### config.mk
export PLATFORM = sky130hd
export DESIGN_NAME = rd_slot_engine
export DESIGN_NICKNAME = d
export VERILOG_FILES = /design/src/axi_rd_pkg.sv /design/src/rd_slot_engine.sv
export VERILOG_INCLUDE_DIRS = /design/src
export SDC_FILE = /design/constraint.sdc
export NUM_CORES = 1
export LEC_CHECK = 0
export BUFFER_PORTS_ARGS = -buffer_cell sky130_fd_sc_hd__buf_2
export CAP_MARGIN = 40
export CORE_MARGIN = 4
export CORE_UTILIZATION = 50
export DETAILED_ROUTE_END_ITERATION = 10
export HOLD_SLACK_MARGIN = 0.03
export PLACE_DENSITY = 0.68
export RECOVER_POWER = 50
export REMOVE_ABC_BUFFERS = 1
export SETUP_SLACK_MARGIN = 0.1
export SLEW_MARGIN = 10
export SYNTH_ARGS = -nofsm -noshare
export SYNTH_HDL_FRONTEND = slang
export SYNTH_SLANG_ARGS = --single-unit
### constraint.sdc
create_clock -name clk -period 4.65 [get_ports clk]
set_input_delay 0.465 -clock clk [delete_from_list [all_inputs] [get_ports clk]]
set_output_delay 0.465 -clock clk [all_outputs]
set_load 0.02 [all_outputs]
### src/axi_rd_defs.svh
`ifndef AXI_RD_DEFS_SVH
`define AXI_RD_DEFS_SVH

// --------------------------------------------------
// AXI read channel field widths
// --------------------------------------------------
`define AXI_ID_WIDTH     4
`define AXI_ADDR_WIDTH   16
`define AXI_DATA_WIDTH   32
`define AXI_LEN_WIDTH    8
`define AXI_SIZE_WIDTH   3
`define AXI_BURST_WIDTH  2
`define AXI_RESP_WIDTH   2

// --------------------------------------------------
// Slave sizing and memory model
// --------------------------------------------------
`define MAX_BURST_LEN    8       // Beats held per slot
`define OST_DEPTH        4       // Outstanding bursts

// Fetch delay of a beat is FETCH_DELAY_MAX minus the burst ID,
// so higher IDs come back sooner and bursts interleave
`define FETCH_DELAY_MAX  24

`define ERR_ID           15      // SLVERR on the last beat of this ID

`endif

### src/axi_rd_pkg.sv
`default_nettype none

`include "axi_rd_defs.svh"

package axi_rd_pkg;

    typedef logic [`AXI_ID_WIDTH-1:0]   axi_id_t;
    typedef logic [`AXI_ADDR_WIDTH-1:0] axi_addr_t;
    typedef logic [`AXI_DATA_WIDTH-1:0] axi_data_t;
    typedef logic [`AXI_LEN_WIDTH-1:0]  axi_len_t;
    typedef logic [`AXI_SIZE_WIDTH-1:0] axi_size_t;

    // AxBURST encoding
    typedef enum logic [`AXI_BURST_WIDTH-1:0] {
        BURST_FIXED = 2'b00,
        BURST_INCR  = 2'b01,
        BURST_WRAP  = 2'b10
    } burst_e;

    typedef enum logic [`AXI_RESP_WIDTH-1:0] {
        RESP_OKAY   = 2'b00,
        RESP_EXOKAY = 2'b01,
        RESP_SLVERR = 2'b10,
        RESP_DECERR = 2'b11
    } resp_e;

    // Life cycle of one outstanding read
    typedef enum logic [1:0] {
        SLOT_FREE   = 2'b00,
        SLOT_FETCH  = 2'b01,   // Beats still arriving from memory
        SLOT_READY  = 2'b10,   // All beats fetched, draining
        SLOT_RETIRE = 2'b11    // Last beat gone, waiting for clear
    } slot_state_e;

endpackage

`default_nettype wire

### src/rd_slot_engine.sv
`default_nettype none

`include "axi_rd_defs.svh"

module rd_slot_engine (
    input  logic                     clk,
    input  logic                     rst_n,
    input  logic                     alloc,
    input  axi_rd_pkg::axi_id_t      ar_id,
    input  axi_rd_pkg::axi_addr_t    ar_addr,
    input  axi_rd_pkg::axi_len_t     ar_len,
    input  axi_rd_pkg::axi_size_t    ar_size,
    input  axi_rd_pkg::burst_e       ar_burst,
    input  logic                     beat_taken,
    input  logic                     slot_release,
    output axi_rd_pkg::slot_state_e  state,
    output logic                     beat_ready,
    output axi_rd_pkg::axi_id_t      id,
    output axi_rd_pkg::axi_data_t    data,
    output axi_rd_pkg::resp_e        resp,
    output logic                     last
);

    import axi_rd_pkg::*;

    localparam int BEAT_W = $clog2(`MAX_BURST_LEN);
    localparam int CNT_W  = $clog2(`FETCH_DELAY_MAX + 1);

    // Request as accepted on AR
    axi_id_t    id_q;
    axi_addr_t  start_q;
    axi_len_t   len_q;
    axi_size_t  size_q;
    burst_e     burst_q;

    logic [CNT_W-1:0]  fetch_cnt;
    logic [CNT_W-1:0]  fetch_dly;
    logic              fetch;               // Memory returns a beat
    logic              fetch_last;
    logic [BEAT_W-1:0] wr_idx;              // Next beat to fetch
    logic [BEAT_W-1:0] rd_idx;              // Beat presented on R

    axi_addr_t cur_addr;
    axi_addr_t next_addr;
    axi_addr_t num_bytes;
    axi_addr_t wrap_mask;
    axi_addr_t wrap_base;

    axi_data_t               beat_mem [`MAX_BURST_LEN];
    logic [`MAX_BURST_LEN-1:0] beat_vld;

    always_ff @(posedge clk) begin
        if (alloc) begin
            id_q    <= ar_id;
            start_q <= ar_addr;
            len_q   <= ar_len;
            size_q  <= ar_size;
            burst_q <= ar_burst;
        end
    end

    // --------------------------------------------------
    // Slot state
    // --------------------------------------------------
    always_ff @(posedge clk or negedge rst_n) begin
        if (!rst_n) begin
            state <= SLOT_FREE;
        end else begin
            case (state)
                SLOT_FREE:   if (alloc) state <= SLOT_FETCH;
                SLOT_FETCH:  if (fetch && fetch_last) state <= SLOT_READY;
                SLOT_READY:  if (beat_taken && last) state <= SLOT_RETIRE;
                SLOT_RETIRE: if (slot_release) state <= SLOT_FREE;
                default:     state <= SLOT_FREE;
            endcase
        end
    end

    // --------------------------------------------------
    // Memory model, delay shrinks with the ID
    // --------------------------------------------------
    assign fetch_dly  = CNT_W'(`FETCH_DELAY_MAX) - CNT_W'(id_q);
    assign fetch      = (state == SLOT_FETCH) && (fetch_cnt == fetch_dly);
    assign fetch_last = axi_len_t'(wr_idx) == len_q;

    always_ff @(posedge clk or negedge rst_n) begin
        if (!rst_n) begin
            fetch_cnt <= '0;
            wr_idx    <= '0;
        end else if (alloc) begin
            fetch_cnt <= CNT_W'(1);
            wr_idx    <= '0;
        end else if (fetch) begin
            fetch_cnt <= fetch_last ? '0 : CNT_W'(1);  // Restart for next beat
            if (!fetch_last) begin
                wr_idx <= wr_idx + 1'b1;
            end
        end else if (state == SLOT_FETCH) begin
            fetch_cnt <= fetch_cnt + 1'b1;
        end
    end

    // --------------------------------------------------
    // Beat address generator
    // --------------------------------------------------
    assign num_bytes = axi_addr_t'(1) << size_q;
    assign wrap_mask = ((axi_addr_t'(len_q) + 1'b1) << size_q) - 1'b1;
    assign wrap_base = start_q & ~wrap_mask;          // Wrap window low edge

    always_comb begin
        case (burst_q)
            BURST_INCR: next_addr = (cur_addr & ~(num_bytes - 1'b1)) + num_bytes;
            BURST_WRAP: next_addr = wrap_base | ((cur_addr + num_bytes) & wrap_mask);
            default:    next_addr = cur_addr;          // FIXED repeats
        endcase
    end

    always_ff @(posedge clk) begin
        if (alloc) begin
            cur_addr <= ar_addr;
        end else if (fetch) begin
            cur_addr <= next_addr;
        end
    end

    // --------------------------------------------------
    // Beat store and read side
    // --------------------------------------------------
    always_ff @(posedge clk) begin
        if (fetch) begin
            beat_mem[wr_idx] <= axi_data_t'({id_q, cur_addr});
        end
    end

    always_ff @(posedge clk or negedge rst_n) begin
        if (!rst_n) begin
            beat_vld <= '0;
            rd_idx   <= '0;
        end else if (alloc) begin
            beat_vld <= '0;
            rd_idx   <= '0;
        end else begin
            if (fetch) begin
                beat_vld[wr_idx] <= 1'b1;
            end
            if (beat_taken) begin
                rd_idx <= last ? '0 : rd_idx + 1'b1;
            end
        end
    end

    assign beat_ready = beat_vld[rd_idx] &&
                        ((state == SLOT_FETCH) || (state == SLOT_READY));
    assign id   = id_q;
    assign data = beat_mem[rd_idx];
    assign last = axi_len_t'(rd_idx) == len_q;
    assign resp = ((id_q == axi_id_t'(`ERR_ID)) && last) ? RESP_SLVERR : RESP_OKAY;

endmodule

`default_nettype wire

---- Word level (Yosys, flattened, before mapping) ----
Memories as Yosys holds them, arrays and structs flattened.
Cells that the tools add are included.
W data, S select, Z words.
word-level totals
  word-level logic and storage cells ...... 89
  memory bits (read-only) ................. 0
  input bits .............................. 38
  memories kept ........................... 1
  latch bits .............................. 0
  memory bits (writable) .................. 160
  register bits after elaboration ......... 70
  output and inout bits ................... 42
operators by class
  equality and inequality tests ........... 14
  bitwise gates (word level) .............. 7
  add/sub/neg operators ................... 9
  reduce and logical (&&, ||, !) cells .... 15
  divide/modulo/power cells ............... 0
  shift operators ......................... 2
  magnitude comparators ................... 3
  $mul .................................... 0
  muxes and demuxes ....................... 27
memory list
  memory    depth  width  read ports  clocked after memory_dff  write ports  line                  source
  beat_mem  8      20     1           0                         1            rd_slot_engine.sv:49  axi_data_t beat_mem [`MAX_BURST_LEN];
operator list
  kind                     count
  $and A16 B16 Y16         3
  $add A16 B16 Y16         2
  $mux W16                 2
  $not A16 Y16             2
  $pmux W16 S2             1
  $sub A16 B1 Y16 const B  2
  $mux W3                  6
  $eq A3 B8 Y1             2
  $mux W8                  2
  $or A16 B16 Y16          1
  $shl A1 B3 Y16 const A   1
  $shl A9 B3 Y16           1
  $mux W5                  3
  $mux W2                  5
  $ne A2 B2 Y1 const B     5
  $add A8 B1 Y9 const B    1
  $lt A3 B4 Y1 const B     2
  $or A8 B8 Y8             1
  $pmux W2 S4              1
  $add A3 B1 Y3 const B    2
  $eq A2 B2 Y1 const B     3
  $logic_and A1 B1 Y1      6
  $reduce_bool A3 Y1       2
  $add A5 B1 Y5 const B    1
  13 further kinds         20

---- Longest topological paths before layout ----
  depth after elaboration ................. 9
  depth in mapped cells ................... 20
  mapped depth without buffers ............ 16

---- Least setup slack after synthesis ----
OpenSTA, ideal clock, no wires.
  path type ............................... reg2reg
  from .................................... reg size_q[1]
  to ...................................... reg cur_addr[15] (data pin)
  arrival time ............................ 3674 ps
  cell stages (with the launch flop) ...... 18
  required time ........................... 4389 ps
  setup slack ............................. 715 ps
  path buffers ............................ 5
  cell sequence ........................... edfxtp_1 clkbuf_1 buf_2 buf_2 clkbuf_1 nor2_1 nand2_1 ha_1 clkbuf_1 mux2i_1 nand3_1 a2111oi_0 o21ai_0 a21oi_1 nand2_1 xnor2_1 o21ai_0 o32a_1
on the way
  longest elaborated chain between the ends .. 8
  elaborated cells on any way between the ends .. 15
ends and longest elaborated chain
  what                                                        line                                          source
  from (decl)                                                 rd_slot_engine.sv:33                          axi_size_t size_q;
  from (signal assigned)                                      rd_slot_engine.sv:57                          size_q <= ar_size;
  $shl A1 B3 Y16 / $shl A9 B3 Y16 (equally long branches)     rd_slot_engine.sv:106, rd_slot_engine.sv:107
  $sub A16 B1 Y16, on equally long branches                   rd_slot_engine.sv:112, rd_slot_engine.sv:107
  $not A16 Y16, on equally long branches                      rd_slot_engine.sv:112, rd_slot_engine.sv:108
  $and A16 B16 Y16, on equally long branches                  rd_slot_engine.sv:112, rd_slot_engine.sv:108
  $add A16 B16 Y16 / $or A16 B16 Y16 (equally long branches)  rd_slot_engine.sv:112, rd_slot_engine.sv:113
  $pmux W16 S2 *                                              rd_slot_engine.sv:111                         case (burst_q)
  $mux W16 *                                                  rd_slot_engine.sv:121                         end else if (fetch) begin
  $mux W16 *                                                  rd_slot_engine.sv:119                         if (alloc) begin
  to (signal assigned)                                        rd_slot_engine.sv:120                         cur_addr <= ar_addr;
  to (signal assigned)                                        rd_slot_engine.sv:122                         cur_addr <= next_addr;
  to (decl)                                                   rd_slot_engine.sv:43                          axi_addr_t cur_addr;
Every way passes the cells marked *; elsewhere a longest branch is shown, timed or not. The select of a mux whose other input is x is not followed.
A chain may end at the register's enable or synchronous reset.

---- Worst setup path in the final report ----
  from .................................... reg len_q[0]
  to ...................................... reg cur_addr[15] (data pin)
on the way
  longest elaborated chain between the ends .. 9
  elaborated cells on any way between the ends .. 10
ends and longest elaborated chain
  what                    line                   source
  from (decl)             rd_slot_engine.sv:32   axi_len_t len_q;
  from (signal assigned)  rd_slot_engine.sv:56   len_q <= ar_len;
  $add A8 B1 Y9 *         rd_slot_engine.sv:107  assign wrap_mask = ((axi_addr_t'(len_q) + 1'b1) << size_q) - 1'b1;
  $shl A9 B3 Y16 *        rd_slot_engine.sv:107
  $sub A16 B1 Y16 *       rd_slot_engine.sv:107
  $not A16 Y16            rd_slot_engine.sv:108  assign wrap_base = start_q & ~wrap_mask;
  $and A16 B16 Y16        rd_slot_engine.sv:108
  $or A16 B16 Y16 *       rd_slot_engine.sv:113  BURST_WRAP: next_addr = wrap_base | ((cur_addr + num_bytes) & wrap_mask);
  $pmux W16 S2 *          rd_slot_engine.sv:111
  $mux W16 *              rd_slot_engine.sv:121
  $mux W16 *              rd_slot_engine.sv:119
Marked as above.

==> results.py <==
metrics = {
    "status": {
        "status": "finished, final reports clean",
    },
    "power_and_ir_drop": {
        "swShare": 0.2518,
        "total_power_mw": 5.126,
        "internal_power_mw": 3.835,
        "combPwrFrac": 0.148,
        "power-per-cell-area_nw_per_um2": 395.1,
        "p_seq_frac": 0.483,
        "vdd_drop_max_uv": 269.8,
        "clkPwrFrac": 0.369,
        "p_switching_mw": 1.291,
        "p_leak_nw": 4.580,
    },
    "synthesis": {
        "ys.warnings.count": 0,
        "ys_async_sr_fraction": 0.09130,
        "avgSynthCellArea_sq_um": 13.58,
        "synth.top_cell.area_share": 0.5430,
        "yosysSeqAreaShare": 0.5884,
        "synthTopCellsByArea": "edfxtp_1 54%, mux4_2 8.4%, dfrtp_1 4.5%, xnor2_1 3.3%, ha_1 2.6%",
        "synth_compound_area_frac": 0.06863,
        "synth-xor-area-share": 0.04850,
        "synth_top_family_by_area": "multiplexers",
        "synthAdderAreaFrac": 0.02771,
        "ys_seq_elements": 230,
        "synth_top_area_cell": "edfxtp_1",
        "synth_edf_count": 209,
        "synthMuxAreaShare": 0.1245,
        "synthesis.area_sq_um": 11560,
        "synthSimpleGateAreaFrac": 0.1082,
        "synthDistinctLibCells": 70,
        "ys.flop_type": "edfxtp_1",
        "syn_inst": 851,
    },
    "clocking": {
        "clk_latency_ps": 500,
        "cts_resized": 0,
        "tritoncts.num_buffers": 24,
        "post_cts_buffers": 0,
        "cts_tree": "built",
        "cts_max_level": 1,
        "cts_buffer_depth": 3,
        "clk_pin_slew_ps": 60,
        "cts_root_buf": "clkbuf_16",
        "clock-sinks": 230,
    },
    "global_route": {
        "grt_pass1_wl_mm": 39.21,
        "grt_usage": 0.1900,
        "grt_pass1_vias": 7005,
        "grt_max_degree": 75,
        "grt_overflow": 0,
        "antenna_found_initial": 0,
    },
    "floorplan": {
        "ioPinCount": 80,
        "die_y_microns": 160.0,
        "core-area_sq_um": 22710,
        "rows": 55,
        "initial_core_util": 0.5090,
        "dieArea_sq_um": 25610,
        "die_x_microns": 160.0,
    },
    "setup_path": {
        "start_kind": "flop",
        "critical_path_class": "reg2reg",
        "path_max_fanout": 10,
        "critPathTopFamily": "simple AND/OR/NAND/NOR gates",
        "path_cells": "ha_1 -> nand3_2 -> o211a_1 -> nor4_2 -> mux2i_1 -> o21a_1 -> or4b_4 -> nor4_4 -> xnor2_1 -> and3_1 -> o32a_1",
        "crit_path_end_kind": "flop",
        "cp.required_ps": 4890,
        "crit_cells": 11,
        "cp.arrival_ps": 4170,
        "max_stage_delay_ps": 590,
        "r2r-start": "len_q[0]",
        "rr_worst_depth": 11,
        "critPathBufInv": 0,
        "rrSetupSlack_ps": 730,
        "critPathSlowestCell": "or4b_4",
        "r2r-end": "cur_addr[15]",
    },
    "detailed_routing": {
        "routed_via_density": 5.701,
        "ant_nets": 0,
        "wire_per_inst_microns": 19.81,
        "drt_pass1_iterations": 5,
        "drt_iter0_markers": 444,
        "drt-total-wl_mm": 24.12,
        "vias": 6944,
        "drc": 0,
    },
    "timing": {
        "min_period_ps": 3924,
        "finalMaxSlewViolations": 0,
        "clock.fmax_mhz": 254.8,
        "fin_ws_ps": 725.8,
        "rsz0062_at_grt": "false",
        "hold_ws_ps": 135.5,
        "max_slew_margin": 0.2180,
        "final_hold_viol_count": 0,
        "clock_skew_ps": 11.99,
        "worstMarginPinSlew_ps": 1173,
        "tns_ps": 0,
        "final.period_utilization": 0.8439,
        "setup_viol": 0,
    },
    "worst_hold_path": {
        "hold_class": "in2reg",
        "hold_depth": 1,
        "min_from": "ar_size[2]",
        "whs_endpoint": "size_q[2]",
    },
    "flow_run": {
        "cap_violations": 0,
    },
    "layout": {
        "drive_above_1_share": 0.2101,
        "syn_to_final_growth_pct": 12.24,
        "final_cells": 1218,
        "n_fill_cell": 1864,
        "final_nets": 980,
        "insertedDiodeCount": 0,
    },
    "placed_design": {
        "gp_congestion": 0.8857,
        "dpl.cell_count": 1175,
        "dp_slack_ps": 746.5,
        "dp_hpwl_mm": 15.80,
        "portBuffers": 66,
    },
}
[Yosys cell counts (7+ instances only)]
cell type and count:
mux4_2 43, nor3_1 18, edfxtp_1 209, o21ai_0 29, nor2_1 65, inv_1 22, xnor2_1 44, dfrtp_1 21
a21oi_1 26, o211ai_1 9, nor2b_1 11, mux2i_1 20, nand4_1 7, nand2b_1 16, mux2_2 24, xor2_1 20
ha_1 24, nand3_1 17, buf_4 16, clkbuf_1 28, buf_2 8, nand2_1 68
[flip-flops by register name, summed over array words and instances, names as in the netlist]
signal / cells
cur_addr: 16
wr_idx: 3
rd_idx: 3
id: 4
size_q: 3
len_q: 8
state: 2
beat_vld: 8
burst_q: 2
start_q: 16
beat_mem: 160
fetch_cnt: 5
[final cells by class]
cell class | instances | area, sq um | area share
Sequential cell | 230 | 6804 | 0.5244
Multi-Input combinational cell | 552 | 4443 | 0.3425
Clock buffer | 31 | 648.1 | 0.04996
Timing Repair Buffer | 87 | 506.7 | 0.03906
Tap cell | 285 | 356.6 | 0.02749
Clock inverter | 11 | 132.6 | 0.01022
Inverter | 22 | 82.58 | 0.006365
[cell families after synthesis]
logic type,count (synthesis)
compound gates,119
fa+ha+maj,25
simple gates,244
flops,230
xor+xnor,64
mux,87
buf+inv,81
other cells,1
[placed cells by master, fill, tap and decap left out, types with 7 or more instances in the layout]
cell | netlist | routed
a21oi_1 | 26 | 26
buf_2 | 8 | 53
buf_4 | 16 | 17
clkbuf_1 | 28 | 19
clkbuf_16 | 0 | 25
conb_1 | 1 | 13
dfrtp_1 | 21 | 19
edfxtp_1 | 209 | 209
ha_1 | 24 | 24
inv_1 | 22 | 22
mux2_2 | 24 | 24
mux2i_1 | 20 | 20
mux4_2 | 43 | 43
nand2_1 | 68 | 68
nand2b_1 | 16 | 16
nand3_1 | 17 | 17
nand4_1 | 7 | 7
nor2_1 | 65 | 61
nor2b_1 | 11 | 11
nor3_1 | 18 | 16
o211ai_1 | 9 | 9
o21ai_0 | 29 | 29
xnor2_1 | 44 | 44
xor2_1 | 20 | 20
[how the worst max path moves through the flow]
stage | from | endpoint | slack, ps
2_1_floorplan | id[0] | beat_mem[5][0] | 810
6_report | len_q[0] | cur_addr[15] | 730
3_3_place_gp | len_q[0] | cur_addr[15] | 830
5_1_grt | len_q[0] | cur_addr[15] | 460
3_5_place_dp | len_q[0] | cur_addr[15] | 750
4_1_cts | len_q[0] | cur_addr[15] | 740
[metrics by stage]
stage	area, sq um	utilization
floorplan	11300	-
global placement	12160	0.5356
detailed placement	12200	0.5372
CTS	12990	0.5720
global route	12970	0.5713
finish	12970	0.5713
[repair_timing]
item | in CTS | in global routing
endpoints found under the setup margin | 0 | 0
hold endpoints to repair | 21 | 0
hold buffers | 1 | 0
[per-layer routing]
layer	vias up	share of wire	track usage
met5	-	0	0
met4	0	0.018	0.04224
met3	35	0.043	0.02632
met2	171	0.48	0.3029
met1	3410	0.46	0.2815
li1	3328	-	-
[power groups by stage]
| stage | clock network, mW | logic [mW] | registers, mW |
|---|---|---|---|
| after floorplan | 0 | 0.524 | 2.52 |
| after global placement | 0 | 0.743 | 2.52 |
| after detailed placement | 0 | 0.762 | 2.52 |
| after CTS | 1.93 | 0.768 | 2.47 |
| after global routing | 2.03 | 0.847 | 2.49 |
| final | 1.89 | 0.760 | 2.47 |
Note: power is estimated with default switching activity, not from simulation.
