**src/axi_rd_defs.svh**
```systemverilog
`ifndef AXI_RD_DEFS_SVH
`define AXI_RD_DEFS_SVH

// --------------------------------------------------
// AXI read channel field widths
// --------------------------------------------------
`define AXI_ID_WIDTH     4
`define AXI_ADDR_WIDTH   16
`define AXI_DATA_WIDTH   32
`define AXI_LEN_WIDTH    8
`define AXI_SIZE_WIDTH   3
`define AXI_BURST_WIDTH  2
`define AXI_RESP_WIDTH   2

// --------------------------------------------------
// Slave sizing and memory model
// --------------------------------------------------
`define MAX_BURST_LEN    8       // Beats held per slot
`define OST_DEPTH        4       // Outstanding bursts

// Fetch delay of a beat is FETCH_DELAY_MAX minus the burst ID,
// so higher IDs come back sooner and bursts interleave
`define FETCH_DELAY_MAX  24

`define ERR_ID           15      // SLVERR on the last beat of this ID

`endif

```
**src/axi_rd_pkg.sv**
```systemverilog
`default_nettype none

`include "axi_rd_defs.svh"

package axi_rd_pkg;

    typedef logic [`AXI_ID_WIDTH-1:0]   axi_id_t;
    typedef logic [`AXI_ADDR_WIDTH-1:0] axi_addr_t;
    typedef logic [`AXI_DATA_WIDTH-1:0] axi_data_t;
    typedef logic [`AXI_LEN_WIDTH-1:0]  axi_len_t;
    typedef logic [`AXI_SIZE_WIDTH-1:0] axi_size_t;

    // AxBURST encoding
    typedef enum logic [`AXI_BURST_WIDTH-1:0] {
        BURST_FIXED = 2'b00,
        BURST_INCR  = 2'b01,
        BURST_WRAP  = 2'b10
    } burst_e;

    typedef enum logic [`AXI_RESP_WIDTH-1:0] {
        RESP_OKAY   = 2'b00,
        RESP_EXOKAY = 2'b01,
        RESP_SLVERR = 2'b10,
        RESP_DECERR = 2'b11
    } resp_e;

    // Life cycle of one outstanding read
    typedef enum logic [1:0] {
        SLOT_FREE   = 2'b00,
        SLOT_FETCH  = 2'b01,   // Beats still arriving from memory
        SLOT_READY  = 2'b10,   // All beats fetched, draining
        SLOT_RETIRE = 2'b11    // Last beat gone, waiting for clear
    } slot_state_e;

endpackage

`default_nettype wire

```
**src/rd_id_order.sv**
```systemverilog
`default_nettype none

`include "axi_rd_defs.svh"

module rd_id_order #(
    parameter int DEPTH = `OST_DEPTH
) (
    input  logic                     clk,
    input  logic                     rst_n,
    input  logic                     req_fire,
    input  axi_rd_pkg::axi_id_t      req_id,
    input  logic [$clog2(DEPTH)-1:0] req_slot,
    input  logic                     resp_done,
    input  logic [$clog2(DEPTH)-1:0] resp_slot,
    output logic [DEPTH-1:0]         resp_mask
);

    import axi_rd_pkg::*;

    localparam int IDX_W = $clog2(DEPTH);

    axi_id_t          slot_id [DEPTH];     // ID held by each slot
    logic [IDX_W-1:0] age     [DEPTH];     // Older same-ID bursts still open
    logic [DEPTH-1:0] busy;
    logic [IDX_W-1:0] older_cnt;
    axi_id_t          done_id;

    assign done_id = slot_id[resp_slot];

    // --------------------------------------------------
    // Age of a new request
    // --------------------------------------------------
    // A burst that completes in the same cycle no longer counts
    always_comb begin
        older_cnt = '0;
        for (int j = 0; j < DEPTH; j++) begin
            if (busy[j] && (slot_id[j] == req_id) &&
                !(resp_done && (resp_slot == IDX_W'(j)))) begin
                older_cnt = older_cnt + 1'b1;
            end
        end
    end

    always_ff @(posedge clk) begin
        if (req_fire) begin
            slot_id[req_slot] <= req_id;
        end
    end

    // --------------------------------------------------
    // Per-slot age tracking
    // --------------------------------------------------
    always_ff @(posedge clk or negedge rst_n) begin
        if (!rst_n) begin
            busy <= '0;
            for (int i = 0; i < DEPTH; i++) begin
                age[i] <= '0;
            end
        end else begin
            for (int i = 0; i < DEPTH; i++) begin
                if (req_fire && (req_slot == IDX_W'(i))) begin
                    busy[i] <= 1'b1;
                    age[i]  <= older_cnt;
                end else if (resp_done && (resp_slot == IDX_W'(i))) begin
                    busy[i] <= 1'b0;                   // Burst fully returned
                end else if (resp_done && busy[i] && (slot_id[i] == done_id) &&
                             (age[i] != '0)) begin
                    age[i] <= age[i] - 1'b1;           // One older burst gone
                end
            end
        end
    end

    always_comb begin
        for (int i = 0; i < DEPTH; i++) begin
            resp_mask[i] = busy[i] && (age[i] == '0);  // Oldest of its ID
        end
    end

endmodule

`default_nettype wire

```
**config.mk**
```make
export PLATFORM = sky130hd
export DESIGN_NAME = rd_id_order
export DESIGN_NICKNAME = d
export VERILOG_FILES = /design/src/axi_rd_pkg.sv /design/src/rd_id_order.sv
export VERILOG_INCLUDE_DIRS = /design/src
export SDC_FILE = /design/constraint.sdc
export NUM_CORES = 1
export LEC_CHECK = 0
export BUFFER_PORTS_ARGS = -buffer_cell sky130_fd_sc_hd__buf_2
export CORE_ASPECT_RATIO = 0.75
export CORE_MARGIN = 1
export CORE_UTILIZATION = 45
export DETAILED_ROUTE_END_ITERATION = 8
export MAX_ROUTING_LAYER = met4
export PLACE_DENSITY = 0.71
export SYNTH_ARGS = -nofsm -noshare
export SYNTH_HDL_FRONTEND = slang
export SYNTH_SLANG_ARGS = --single-unit
```
**constraint.sdc**
```tcl
create_clock -name clk -period 3.3 [get_ports clk]
set_input_delay 0.33 -clock clk [delete_from_list [all_inputs] [get_ports clk]]
set_output_delay 0.33 -clock clk [all_outputs]
set_load 0.02 [all_outputs]
```
# After elaboration in Yosys (flattened, before gate mapping)
# Memory sizes are Yosys's and may differ from the RTL's.
# Cells that the tools add are included.
[totals]
regBits = 12
mem_bits_rw = 16
inputBits = 12
out_inout_bits = 4
wordCells = 118
memories = 1
[memory_table]
columns = ["memory", "words", "width", "rd", "rd_ports_with_merged_regs", "write_ports", "line_no", "source"]
rows = [
  ["slot_id", 4, 4, 5, 0, 1, "rd_id_order.sv:22", "axi_id_t slot_id [DEPTH];"],
]
[classes]
add_sub_neg = 7
eq_ne = 18
muxes = 26
n_reduce_logical = 58
[op_table]
columns = ["op", "n"]
rows = [
  ["4-bit equality test", 8],
  ["1-bit logical AND", 32],
  ["2-bit 2-to-1 mux", 15],
  ["2-bit nonzero test", 12],
  ["2-bit logical NOT", 6],
  ["1-bit 2-to-1 mux", 11],
  ["2-bit equality test, second input constant", 4],
  ["2-bit AND reduction", 4],
  ["2-bit by 1-bit subtractor with 2-bit output, second input constant", 4],
  ["2-bit by 1-bit adder with 2-bit output, second input constant", 3],
  ["2-bit by 1-bit equality test with 1-bit output, second input constant", 2],
  ["1-bit logical NOT", 4],
  ["2-bit by 1-bit inequality test with 1-bit output, second input constant", 2],
  ["2-bit inequality test, second input constant", 2],
]

# Logic depth before layout (Yosys ltp)
# Gate-level depths: netlist of the first run.
[depth]
word_depth = 12
ltp_mapped = 10
mapped_depth_nobuf = 9

# Least setup slack after synthesis of the first run
# OpenSTA, ideal clock, no wires.
[synth_timing]
path_kind = "in2reg"
startpoint = "in resp_slot[0]"
endpoint = "reg age[3] (netlist name)"
setup_time_ns = 0.138
arrival_ns = 2.142
t_required_ns = 3.162
slack_ns = 1.021
stages = 8
path_buffers = 1
path_cell_list = "clkbuf_1 > o21ai_0 > or3_1 > ha_1 > nor3_2 > xnor2_1 > a22oi_1 > a22oi_1"
[synth_between]
elab_chain_len = 12
word_cells_on_any_way = 31
classes_between = "add/sub (3); eq/ne (5); mux (5); reduce/logical (17); memory (1)"
[synth_rtl]
columns = ["item", "line_no", "source"]
rows = [
  ["start, declared", "rd_id_order.sv:14", "input logic [$clog2(DEPTH)-1:0] resp_slot,"],
  ["2-bit logical NOT", "rd_id_order.sv:38", "!(resp_done && (resp_slot == IDX_W'(j)))) begin"],
  ["1-bit logical AND", "rd_id_order.sv:38", ""],
  ["1-bit logical NOT", "rd_id_order.sv:38", ""],
  ["1-bit logical AND", "rd_id_order.sv:37", "if (busy[j] && (slot_id[j] == req_id) &&"],
  ["1-bit 2-to-1 mux", "rd_id_order.sv:37", ""],
  ["2-bit by 1-bit adder with 2-bit output", "rd_id_order.sv:39", "older_cnt = older_cnt + 1'b1;"],
  ["2-bit 2-to-1 mux", "rd_id_order.sv:37", ""],
  ["2-bit by 1-bit adder with 2-bit output", "rd_id_order.sv:39", ""],
  ["2-bit 2-to-1 mux", "rd_id_order.sv:37", ""],
  ["2-bit by 1-bit adder with 2-bit output", "rd_id_order.sv:39", ""],
  ["2-bit 2-to-1 mux", "rd_id_order.sv:37", ""],
  ["2-bit 2-to-1 mux", "rd_id_order.sv:61", "if (req_fire && (req_slot == IDX_W'(i))) begin"],
  ["end signal, assigned by index", "rd_id_order.sv:63", "age[i] <= older_cnt;"],
  ["end signal, assigned by index", "rd_id_order.sv:68", "age[i] <= age[i] - 1'b1;"],
  ["end, declared", "rd_id_order.sv:23", "logic [IDX_W-1:0] age [DEPTH];"],
]
# Several ways; a longest one is shown, not always the timed one.
# A chain may end at the register's enable or synchronous reset.

==> summary.txt, run 1 <==
Run status
  • Outcome: completed

Setup path
  • Worst R2R Setup Slack: 0.79 ns
  • Worst setup SP type: flop
  • Arrival time worst endpoint: 2.67 ns
  • Maximum fanout along the worst path: 5
  • Critical Path Sink Type: flop
  • Reg2reg start: slot_id[1][1]$_DFFE_PP_
  • Setup CP Type: flop to flop
  • RR Endpoint: age[3]$_DFFE_PN0P_
  • Required time worst endpoint: 3.46 ns
  • FF-to-FF path depth: 8

Timing
  • Fin crit share: 76.1%
  • Worst hold slack: 0.370 ns
  • Hold Violations, Final: 0
  • Worst slew pin tran: 0.376 ns
  • Final setup fails: 0
  • RSZ-0062 raised after global routing: false
  • TNS Setup: 0 ns
  • Min Tclk post-route: 2.51 ns
  • Slew headroom: 75.0%
  • Maximum clock rate: 398 MHz
  • Slew Limit Fails: 0
  • Post-Route Skew: 0.00404 ns

Routing
  • Wl on met1: 2260 um
  • Drt drc: 0
  • Via-per-instance ratio: 5.25
  • Antenna Nets Post-Route: 0
  • WL/cell: 16.3 um
  • DRT Wirelength: 4390 um
  • Total iterations of the first detailed-routing run: 4
  • Via count: 1,412
  • Top layer in use: met4
  • Met3 wire len: 234 um
  • DR WL met2: 1880 um
  • DRT iter0 DRCs: 142

Floorplan
  • Starting density of the core: 49.1%
  • Ports: 16
  • Core ar.: 4230 sq um
  • Die W: 80.4 um
  • DIE AREA: 4890 sq um
  • Site Rows: 20
  • DIE HEIGHT: 60.8 um

Global routing
  • Total track usage: 20.3%
  • Largest net degree at the start of global routing: 18
  • Antenna violations before repair: 0
  • GR Overflow Total: 0
  • Vias in the first global route: 1,301
  • First-pass GRT wire length: 6840 um

Power and ir drop
  • Max VDD drop: 0.000257 V
  • Power per Cell Area: 462 nW/um^2
  • Lkg Pwr: 0.884 nW

Clock network
  • Clk buf depth: 2
  • Post-CTS Setup Inserts: 0
  • Number of gates resized after CTS: 0
  • CTS tree: yes
  • Number of CTS-inserted buffers: 3
  • Clk sinks: 28
  • Clk root buf: clkbuf_8
  • Clock slew at reported path FFs: 0.10 ns
  • Htree depth: 1
  • Later-pin clock latency in the skew report: 0.28 ns

Logic synthesis
  • Flops & latches, synth: 28
  • Synth Flop Type: edfxtp_1
  • Post-Syn Nets: 229
  • Cell Area, Synth: 2080 sq um
  • Post-synth ARST share: 42.9%
  • Yosys warnings: 0
  • Synth top area share: 23.1%
  • Ranking of synthesized cells by area: edfxtp_1 23%, xnor2_1 19%, dfrtp_1 14%
  • EDFF count, synth: 16
  • List of most frequent post-synthesis cells: 45 x xnor2_1, 23 x nand2_1, 16 x edfxtp_1, 16 x inv_1, 12 x dfrtp_1
  • Library cells used by synthesis: 42
  • Cell taking the most area after synthesis: edfxtp_1
  • Register area share after synthesis: 37.6%
  • Mean Syn Cell Area: 9.84 sq um
  • Most frequent cell after synthesis: xnor2_1
  • Cell count after synthesis: 211

Place
  • IO Port Bufs: 15
  • Placed insts: 264
  • Placer Congestion: 0.880
  • HPWL after DPL: 3450 um
  • Placed cell area: 2130 sq um

Hold path
  • Hold endpoint: slot_id[2][0]$_DFFE_PP_
  • Hold crit path type: input port to flop
  • Hold Crit Depth: 1
  • Worst hold path startpoint: req_id[0]

Cells and area
  • Fraction of layout cells with a size suffix above 1: 14.0%
  • Post-Layout Cell Count: 269
  • Area growth, synth to finish: 6.57%
  • Final Util: 52.3%
  • Fillcell total: 387
  • Final Net Count: 233
  • Ant diodes: 0
  • Post-route cell area: 2210 sq um

Job
  • Maxcap violations: 0
final cells by class:
type	count	area [sq um]	share of cell area (%)
clock buffers	3	41.3	1.87
multi-input cells	148	1130	51.2
clock inverters	1	30.0	1.36
well taps	55	68.8	3.11
repair buffers	18	100	4.52
inverters	16	60.1	2.71
flip-flops and latches	28	781	35.3
kinds of logic (layout without fill, tap and decap cells):
logic type | count (synthesis) | count (layout) | synth area share [%]
AO/OA/AOI/OAI | 28 | 28 | 8.37
XOR/XNOR | 49 | 49 | 21.7
adder cells (fa/ha/maj) | 6 | 6 | 3.61
buffers and inverters | 35 | 38 | 7.89
flip-flops | 28 | 28 | 37.6
multiplexers | 15 | 15 | 8.61
AND/OR/NAND/NOR | 50 | 50 | 12.2
cells in the final DEF, fill, tap and decap left out, types with 4 or more instances in the layout:
master / instances
xnor2_1: 45
nand2_1: 23
mux2i_1: 10
buf_2: 15
o21ai_0: 7
inv_1: 16
ha_1: 6
nand3_1: 8
and2_1: 4
edfxtp_1: 16
o21ai_1: 5
dfrtp_1: 12
what timing repair did:
item	4_1_cts	5_1_grt
hold endpoints to repair	12	0
setup endpoints to repair	0	0
hold buffers	1	0
worst max path at each step:
stage / from / end / slack (ns) / cells after the start
6_report: slot_id[1][1]$_DFFE_PP_ / age[3]$_DFFE_PN0P_ / 0.79 / 8
4_1_cts: slot_id[1][1]$_DFFE_PP_ / age[3]$_DFFE_PN0P_ / 0.78 / 8
3_5_place_dp: resp_slot[0] / age[3]$_DFFE_PN0P_ / 0.76 / 9
5_1_grt: slot_id[1][1]$_DFFE_PP_ / age[5]$_DFFE_PN0P_ / 0.64 / 8
3_3_place_gp: resp_slot[0] / age[3]$_DFFE_PN0P_ / 0.81 / 9
2_1_floorplan: resp_slot[0] / age[3]$_DFFE_PN0P_ / 1.02 / 8
power by group:
group          switching [mW]  leakage, nW  internal [mW]
Clock                   0.115       0.0357          0.163
Combinational           0.161        0.550          0.134
Sequential             0.0337        0.298          0.417
Total                   0.310        0.884          0.714
metrics by stage:
stage	setup slack [ns]	total power [mW]
finish	0.788	1.02
global route	0.640	1.09
detailed placement	0.764	0.755
global placement	0.814	0.746
floorplan	1.02	0.678
CTS	0.776	1.03
state kept, by name, indices dropped and copies added, names as in the netlist:
| register | cells |
|---|---|
| age | 8 |
| busy | 4 |
| slot_id | 16 |
critical path, cell delays in order, from the launching register on:
cell      delay [ns]
edfxtp_1        0.54
xnor2_1         0.21
nand2_1         0.09
or3_1           0.38
ha_1            0.35
nor3_2          0.24
xnor2_1         0.10
a22oi_1         0.35
a22oi_1         0.14
per-layer routing:
layer / track usage [%] / vias to the layer above
li1: - / 708
met1: 29.7 / 660
met4: 1.53 / 0
met2: 30.0 / 42
met3: 4.06 / 2
met5: - / -
Power figures use the tool's default switching activity.
==> run 2: changes to the inputs <==
==> constraint.sdc (replaced) <==
create_clock -name clk -period 2.5 [get_ports clk]
set_input_delay 0.25 -clock clk [delete_from_list [all_inputs] [get_ports clk]]
set_output_delay 0.25 -clock clk [all_outputs]
set_load 0.02 [all_outputs]
==> run 2 against run 1 <==
  * Fmax rose by 11%
  * Total power rose by 33%
  * Sequential power rose by 30%
  * Core utilization rose by 1.7 points
  * Via count rose by 2.1%
==> summary.txt, run 2 (same netlist as run 1, synthesis figures left out) <==
Timing
  • Slew Limit Fails: 0 (unchanged)
  • Maximum clock rate: 441 MHz (was 398 MHz)
  • RSZ-0062 raised after global routing: false (unchanged)
  • Slew headroom: 74.9% (was 75.0%)
  • Fin crit share: 90.6% (was 76.1%)
  • Worst setup margin: 0.234 ns (was 0.788 ns)
  • Worst slew pin tran: 0.374 ns (was 0.376 ns)
  • Hold Violations, Final: 0 (unchanged)
  • Final setup fails: 0 (unchanged)
  • Post-Route Skew: 0.00447 ns (was 0.00404 ns)
  • Min Tclk post-route: 2.27 ns (was 2.51 ns)
  • TNS Setup: 0 ns (unchanged)

Routing
  • Antenna Nets Post-Route: 0 (unchanged)
  • WL/cell: 15.5 um (was 16.3 um)
  • Drt drc: 0 (unchanged)
  • DRT Wirelength: 4310 um (was 4390 um)
  • Via-per-instance ratio: 5.19 (was 5.25)
  • Total iterations of the first detailed-routing run: 4 (unchanged)
  • Via count: 1,442 (was 1,412)
  • DRT iter0 DRCs: 110 (was 142)

Setup path
  • Worst R2R Setup Slack: 0.23 ns (was 0.79 ns)
  • Setup CP Type: flop to flop (unchanged)
  • Worst setup startpoint: slot_id[0][1]$_DFFE_PP_ (was slot_id[1][1]$_DFFE_PP_)
  • Maximum fanout along the worst path: 4 (was 5)
  • Reg2reg start: slot_id[0][1]$_DFFE_PP_ (was slot_id[1][1]$_DFFE_PP_)
  • Setup crit end: age[3]$_DFFE_PN0P_ (unchanged)
  • Required time worst endpoint: 2.65 ns (was 3.46 ns)
  • FF-to-FF path depth: 8 (unchanged)
  • Arrival time worst endpoint: 2.41 ns (was 2.67 ns)
  • Worst setup SP type: flop (unchanged)
  • Critical Path Sink Type: flop (unchanged)
  • RR Endpoint: age[3]$_DFFE_PN0P_ (unchanged)

Global routing
  • Met2 GRT Util: 29.7% (was 30.0%)
  • Grt peak-use layer: met2 (unchanged)
  • First-pass GRT wire length: 6910 um (was 6840 um)
  • GR Overflow Total: 0 (unchanged)
  • Total track usage: 20.4% (was 20.3%)
  • Antenna violations before repair: 0 (unchanged)
  • Met1 Use GR: 29.5% (was 29.7%)
  • Vias in the first global route: 1,364 (was 1,301)
  • Largest net degree at the start of global routing: 18 (unchanged)
  • Met3 GRT Util: 2.71% (was 4.06%)

Cells and area
  • Commonest non-fill, non-tap cell in the layout: xnor2_1 (unchanged)
  • Area growth, synth to finish: 10.1% (was 6.57%)
  • Max FFs per register: 16 (unchanged)
  • Largest regs: slot_id (16), age (8), busy (4) (unchanged)
  • Ant diodes: 0 (unchanged)
  • Post-Layout Cell Count: 278 (was 269)
  • Most frequent cells in the layout: 45 x xnor2_1, 23 x nand2_1, 16 x inv_1, 16 x edfxtp_1, 15 x buf_2 (unchanged)
  • Final Net Count: 242 (was 233)
  • Fillcell total: 389 (was 387)
  • Largest register by flop count: slot_id (unchanged)
  • Fraction of layout cells with a size suffix above 1: 17.9% (was 14.0%)

Place
  • Placer Congestion: 0.852 (was 0.880)
  • HPWL after DPL: 3480 um (was 3450 um)
  • IO Port Bufs: 15 (unchanged)
  • Dpl ws: 0.133 ns (was 0.764 ns)
  • Placed insts: 273 (was 264)

Hold path
  • Worst hold path startpoint: req_id[0] (unchanged)
  • Hold crit path type: input port to flop (unchanged)

Floorplan
  • Starting density of the core: 49.1% (unchanged)
  • DIE HEIGHT: 60.8 um (unchanged)
  • Site Rows: 20 (unchanged)
  • Core ar.: 4230 sq um (unchanged)
  • Die W: 80.4 um (unchanged)
  • DIE AREA: 4890 sq um (unchanged)
  • Ports: 16 (unchanged)

Clock network
  • Clk root buf: clkbuf_8 (unchanged)
  • Clk buf depth: 2 (unchanged)
  • CTS tree: yes (unchanged)
  • Clock slew at reported path FFs: 0.10 ns (about the same)
  • Post-CTS Setup Inserts: 0 (unchanged)
  • Htree depth: 1 (unchanged)
  • Number of CTS-inserted buffers: 3 (unchanged)
  • Later-pin clock latency in the skew report: 0.27 ns (was 0.28 ns)
  • Clk sinks: 28 (unchanged)

Power and ir drop
  • Power per Cell Area: 594 nW/um^2 (was 462 nW/um^2)
  • Lkg Pwr: 0.928 nW (was 0.884 nW)
  • Max VDD drop: 0.000354 V (was 0.000257 V)

Job
  • Maxcap violations: 0 (unchanged)

Run status
  • Outcome: completed (unchanged)
run 2: changes by cell type in the layout (fill, tap and decap cells not counted), sizes merged:
cell | previous run | this run
buf | 17 | 26
run 2: metal layers:
layer  up-vias  part of all wire (%)
met2        36                    41
li1        726                     -
met5         -                     0
met4         0                  0.86
met3         4                   5.5
met1       676                    52
run 2: final cells by class:
class	instances	area, sq um	share of cell area [%]
repair buffers	27	168	7.33
flip-flops and latches	28	781	34.2
inverters	16	60.1	2.63
multi-input cells	148	1140	49.8
well taps	55	68.8	3.01
clock inverters	1	30.0	1.31
clock buffers	3	41.3	1.81
run 2: worst min path at each step:
| stage | to | cells past startpoint | slack, ns |
|---|---|---|---|
| after floorplan | age[0]$_DFFE_PN0P_ | 0 | -0.05 |
| final | slot_id[1][0]$_DFFE_PP_ | 1 | 0.29 |
| after CTS | slot_id[2][2]$_DFFE_PP_ | 1 | 0.28 |
| after global placement | age[4]$_DFFE_PN0P_ | 1 | 0.14 |
| after global routing | slot_id[1][0]$_DFFE_PP_ | 1 | 0.29 |
| after detailed placement | age[4]$_DFFE_PN0P_ | 1 | 0.14 |
run 2: critical path, stage by stage, from the launching register on:
cell and delay, ns:
edfxtp_1 0.49, xnor2_1 0.18, nand2_1 0.07, or3_1 0.33
ha_1 0.36, nor3_2 0.21, xnor2_1 0.09, a22oi_2 0.28
a22oi_1 0.14
run 2: per-stage QoR:
| step | power (mW) | util (%) | area [sq um] | hold WS (ns) |
|---|---|---|---|---|
| after floorplan | 0.895 | - | 2080 | -0.0456 |
| after global placement | 0.998 | 52.0 | 2200 | 0.143 |
| after detailed placement | 1.01 | 52.0 | 2200 | 0.141 |
| after CTS | 1.37 | 53.9 | 2280 | 0.279 |
| after global routing | 1.44 | 54.1 | 2290 | 0.294 |
| final | 1.36 | 54.1 | 2290 | 0.285 |
run 2: repair_timing:
item,in CTS,in global routing
setup endpoints to repair,0,4
gates resized for setup,0,1
hold buffers,1,0
endpoints found under the hold margin,12,0
run 2: where the power goes:
group / total [mW] / leakage (nW) / switching [mW] / internal [mW]
logic: 0.414 / 0.594 / 0.226 / 0.188
clock network: 0.357 / 0.0357 / 0.142 / 0.214
registers: 0.587 / 0.298 / 0.0372 / 0.550
==> run 3: changes to the inputs <==
--- a/config.mk
+++ b/config.mk
@@ -7,7 +7,6 @@
 export NUM_CORES = 1
 export LEC_CHECK = 0
 export BUFFER_PORTS_ARGS = -buffer_cell sky130_fd_sc_hd__buf_2
-export CORE_ASPECT_RATIO = 0.75
 export CORE_MARGIN = 1
 export CORE_UTILIZATION = 45
 export DETAILED_ROUTE_END_ITERATION = 8
==> run 3 against run 2 <==
  * Clock power fell by 31%
  * Non-clock buffer count did not move
  * Routed wire length fell by 3.9%
  * Combinational power fell by 1%
  * Setup slack got worse by 0.063 ns
  * Critical path depth did not move
  * Global-route usage fell by 1.7 points
  * Fmax fell by 2.7%
  * Clock skew barely moved
  * Count of clock-buffer cells in the layout did not move
  * Total power fell by 8.5%
==> summary.txt, run 3 (same netlist as run 1, synthesis figures left out) <==
Run status
  • Outcome: completed (unchanged)

Cells and area
  • Final Util: 51.5% (was 54.1%)
  • Post-route cell area: 2260 sq um (was 2290 sq um)
  • Most frequent cells in the layout: 45 x xnor2_1, 23 x nand2_1, 16 x inv_1, 16 x edfxtp_1, 15 x buf_2 (unchanged)
  • Final Net Count: 242 (unchanged)
  • Largest register by flop count: slot_id (unchanged)
  • Fraction of layout cells with a size suffix above 1: 17.5% (was 17.9%)
  • Post-Layout Cell Count: 275 (was 278)
  • Max FFs per register: 16 (unchanged)
  • Ant diodes: 0 (unchanged)
  • Area growth, synth to finish: 8.61% (was 10.1%)
  • Commonest non-fill, non-tap cell in the layout: xnor2_1 (unchanged)
  • Largest regs: slot_id (16), age (8), busy (4) (unchanged)

Clock network
  • Clock slew at reported path FFs: 0.09 ns (was 0.10 ns)
  • Htree depth: 1 (unchanged)
  • CTS tree: yes (unchanged)
  • Post-CTS Setup Inserts: 0 (unchanged)
  • Clk root buf: clkbuf_8 (unchanged)
  • Later-pin clock latency in the skew report: 0.27 ns (about the same)
  • Number of CTS-inserted buffers: 3 (unchanged)
  • Clk sinks: 28 (unchanged)
  • Clk buf depth: 2 (unchanged)

Routing
  • DR WL met2: 1990 um (was 1770 um)
  • Via-per-instance ratio: 5.22 (was 5.19)
  • Drt drc: 0 (unchanged)
  • Wl on met1: 1960 um (was 2260 um)
  • Met3 wire len: 114 um (was 238 um)
  • Top layer in use: met4 (unchanged)
  • Total iterations of the first detailed-routing run: 4 (unchanged)
  • Via count: 1,436 (was 1,442)
  • DRT Wirelength: 4140 um (was 4310 um)
  • WL/cell: 15.1 um (was 15.5 um)
  • DRT iter0 DRCs: 118 (was 110)
  • Antenna Nets Post-Route: 0 (unchanged)

Timing
  • Slew headroom: 75.4% (was 74.9%)
  • Final setup fails: 0 (unchanged)
  • Worst hold slack: 0.282 ns (was 0.285 ns)
  • Worst setup margin: 0.171 ns (was 0.234 ns)
  • Slew Limit Fails: 0 (unchanged)
  • Min Tclk post-route: 2.33 ns (was 2.27 ns)
  • RSZ-0062 raised after global routing: false (unchanged)
  • Worst slew pin tran: 0.366 ns (was 0.374 ns)
  • Post-Route Skew: 0.00475 ns (was 0.00447 ns)
  • Fin crit share: 93.2% (was 90.6%)
  • Hold Violations, Final: 0 (unchanged)
  • Maximum clock rate: 429 MHz (was 441 MHz)
  • TNS Setup: 0 ns (unchanged)

Place
  • Placer Congestion: 0.854 (was 0.852)
  • Placed insts: 270 (was 273)
  • IO Port Bufs: 15 (unchanged)
  • HPWL after DPL: 3330 um (was 3480 um)
  • Placed cell area: 2200 sq um (about the same)
  • Dpl ws: 0.136 ns (was 0.133 ns)

Setup path
  • Cell at the slowest stage of the critical path: edfxtp_1 (unchanged)
  • Worst path cell trace: xnor2_1 -> nand2_1 -> or3_1 -> ha_1 -> nor3_2 -> xnor2_1 -> a22oi_2 -> a22oi_1 (unchanged)
  • Reg2reg start: slot_id[0][1]$_DFFE_PP_ (unchanged)
  • Critical Path Sink Type: flop (unchanged)
  • Worst setup startpoint: slot_id[0][1]$_DFFE_PP_ (unchanged)
  • Critical Path Most Common Cell: xnor2_1 (unchanged)
  • Required time worst endpoint: 2.65 ns (about the same)
  • Top cell family by delay on the critical path: simple AND/OR/NAND/NOR gates (unchanged)
  • Arrival time worst endpoint: 2.48 ns (was 2.41 ns)
  • FF-to-FF path depth: 8 (unchanged)
  • Stages on the worst setup path: 8 (unchanged)
  • Setup CP Type: flop to flop (unchanged)
  • Setup crit end: age[3]$_DFFE_PN0P_ (unchanged)
  • Worst Path Buf+Inv: 0 (unchanged)
  • RR Endpoint: age[3]$_DFFE_PN0P_ (unchanged)
  • Worst setup SP type: flop (unchanged)
  • Worst R2R Setup Slack: 0.17 ns (was 0.23 ns)
  • Maximum fanout along the worst path: 4 (unchanged)
  • Critical Path Max Stage Delay: 0.50 ns (was 0.49 ns)

Power and ir drop
  • Lkg Pwr: 0.915 nW (was 0.928 nW)
  • Max VDD drop: 0.000240 V (was 0.000354 V)
  • Power per Cell Area: 551 nW/um^2 (was 594 nW/um^2)
  • Power consumption: 1.24 mW (was 1.36 mW)

Floorplan
  • Core ar.: 4380 sq um (was 4230 sq um)
  • Starting density of the core: 47.4% (was 49.1%)
  • Site Rows: 24 (was 20)
  • DIE HEIGHT: 69.9 um (was 60.8 um)
  • Ports: 16 (unchanged)
  • DIE AREA: 4890 sq um (about the same)
  • Die W: 69.9 um (was 80.4 um)

Global routing
  • Largest net degree at the start of global routing: 18 (unchanged)
  • Total track usage: 18.7% (was 20.4%)
  • GR Overflow Total: 0 (unchanged)
  • First-pass GRT wire length: 6920 um (was 6910 um)
  • Antenna violations before repair: 0 (unchanged)
  • Vias in the first global route: 1,448 (was 1,364)

Job
  • Maxcap violations: 0 (unchanged)

Hold path
  • Worst hold path startpoint: req_slot[0] (was req_id[0])
  • Hold crit path type: input port to flop (unchanged)
run 3: cell count changes in the layout (fill, tap and decap cells not counted), sizes merged:
cell,change
clkinv,+1
bufinv,-1
run 3: metal layers:
| layer | up-vias | track usage (%) |
|---|---|---|
| met5 | - | - |
| met4 | 0 | 6.44 |
| met3 | 7 | 2.16 |
| met2 | 26 | 30.3 |
| met1 | 674 | 24.4 |
| li1 | 729 | - |
run 3: power breakdown:
part	switching (mW)	leakage, nW	internal (mW)	total [mW]
combinational	0.221	0.594	0.188	0.409
clock	0.137	0.0231	0.110	0.248
sequential	0.0362	0.298	0.550	0.587
total	0.394	0.915	0.849	1.24
run 3: layout make-up:
cell class              instances  area (sq um)
repair buffers                 27           168
flip-flops and latches         28           781
multi-input cells             148          1140
clock buffers                   3          41.3
clock inverters                 1          3.75
inverters                      16          60.1
well taps                      52          65.1
fillers                       410          2130
run 3: tightest hold or removal path, stage by stage:
cell and delay (ns):
buf_2 0.11, or2_2 0.12, nand2_1 0.04
run 3: worst min-delay path by stage:
stage,end,depth (start not counted)
after floorplan,age[0]$_DFFE_PN0P_,0
after global placement,age[6]$_DFFE_PN0P_,1
after detailed placement,age[6]$_DFFE_PN0P_,1
after CTS,busy[2]$_DFFE_PN0P_,3
after global routing,slot_id[1][0]$_DFFE_PP_,1
final,busy[2]$_DFFE_PN0P_,3
run 3: what timing repair did:
item,4_1_cts,5_1_grt
gates resized for setup,0,1
endpoints found under the hold margin,12,0
hold buffers,1,0
setup endpoints to repair,0,4
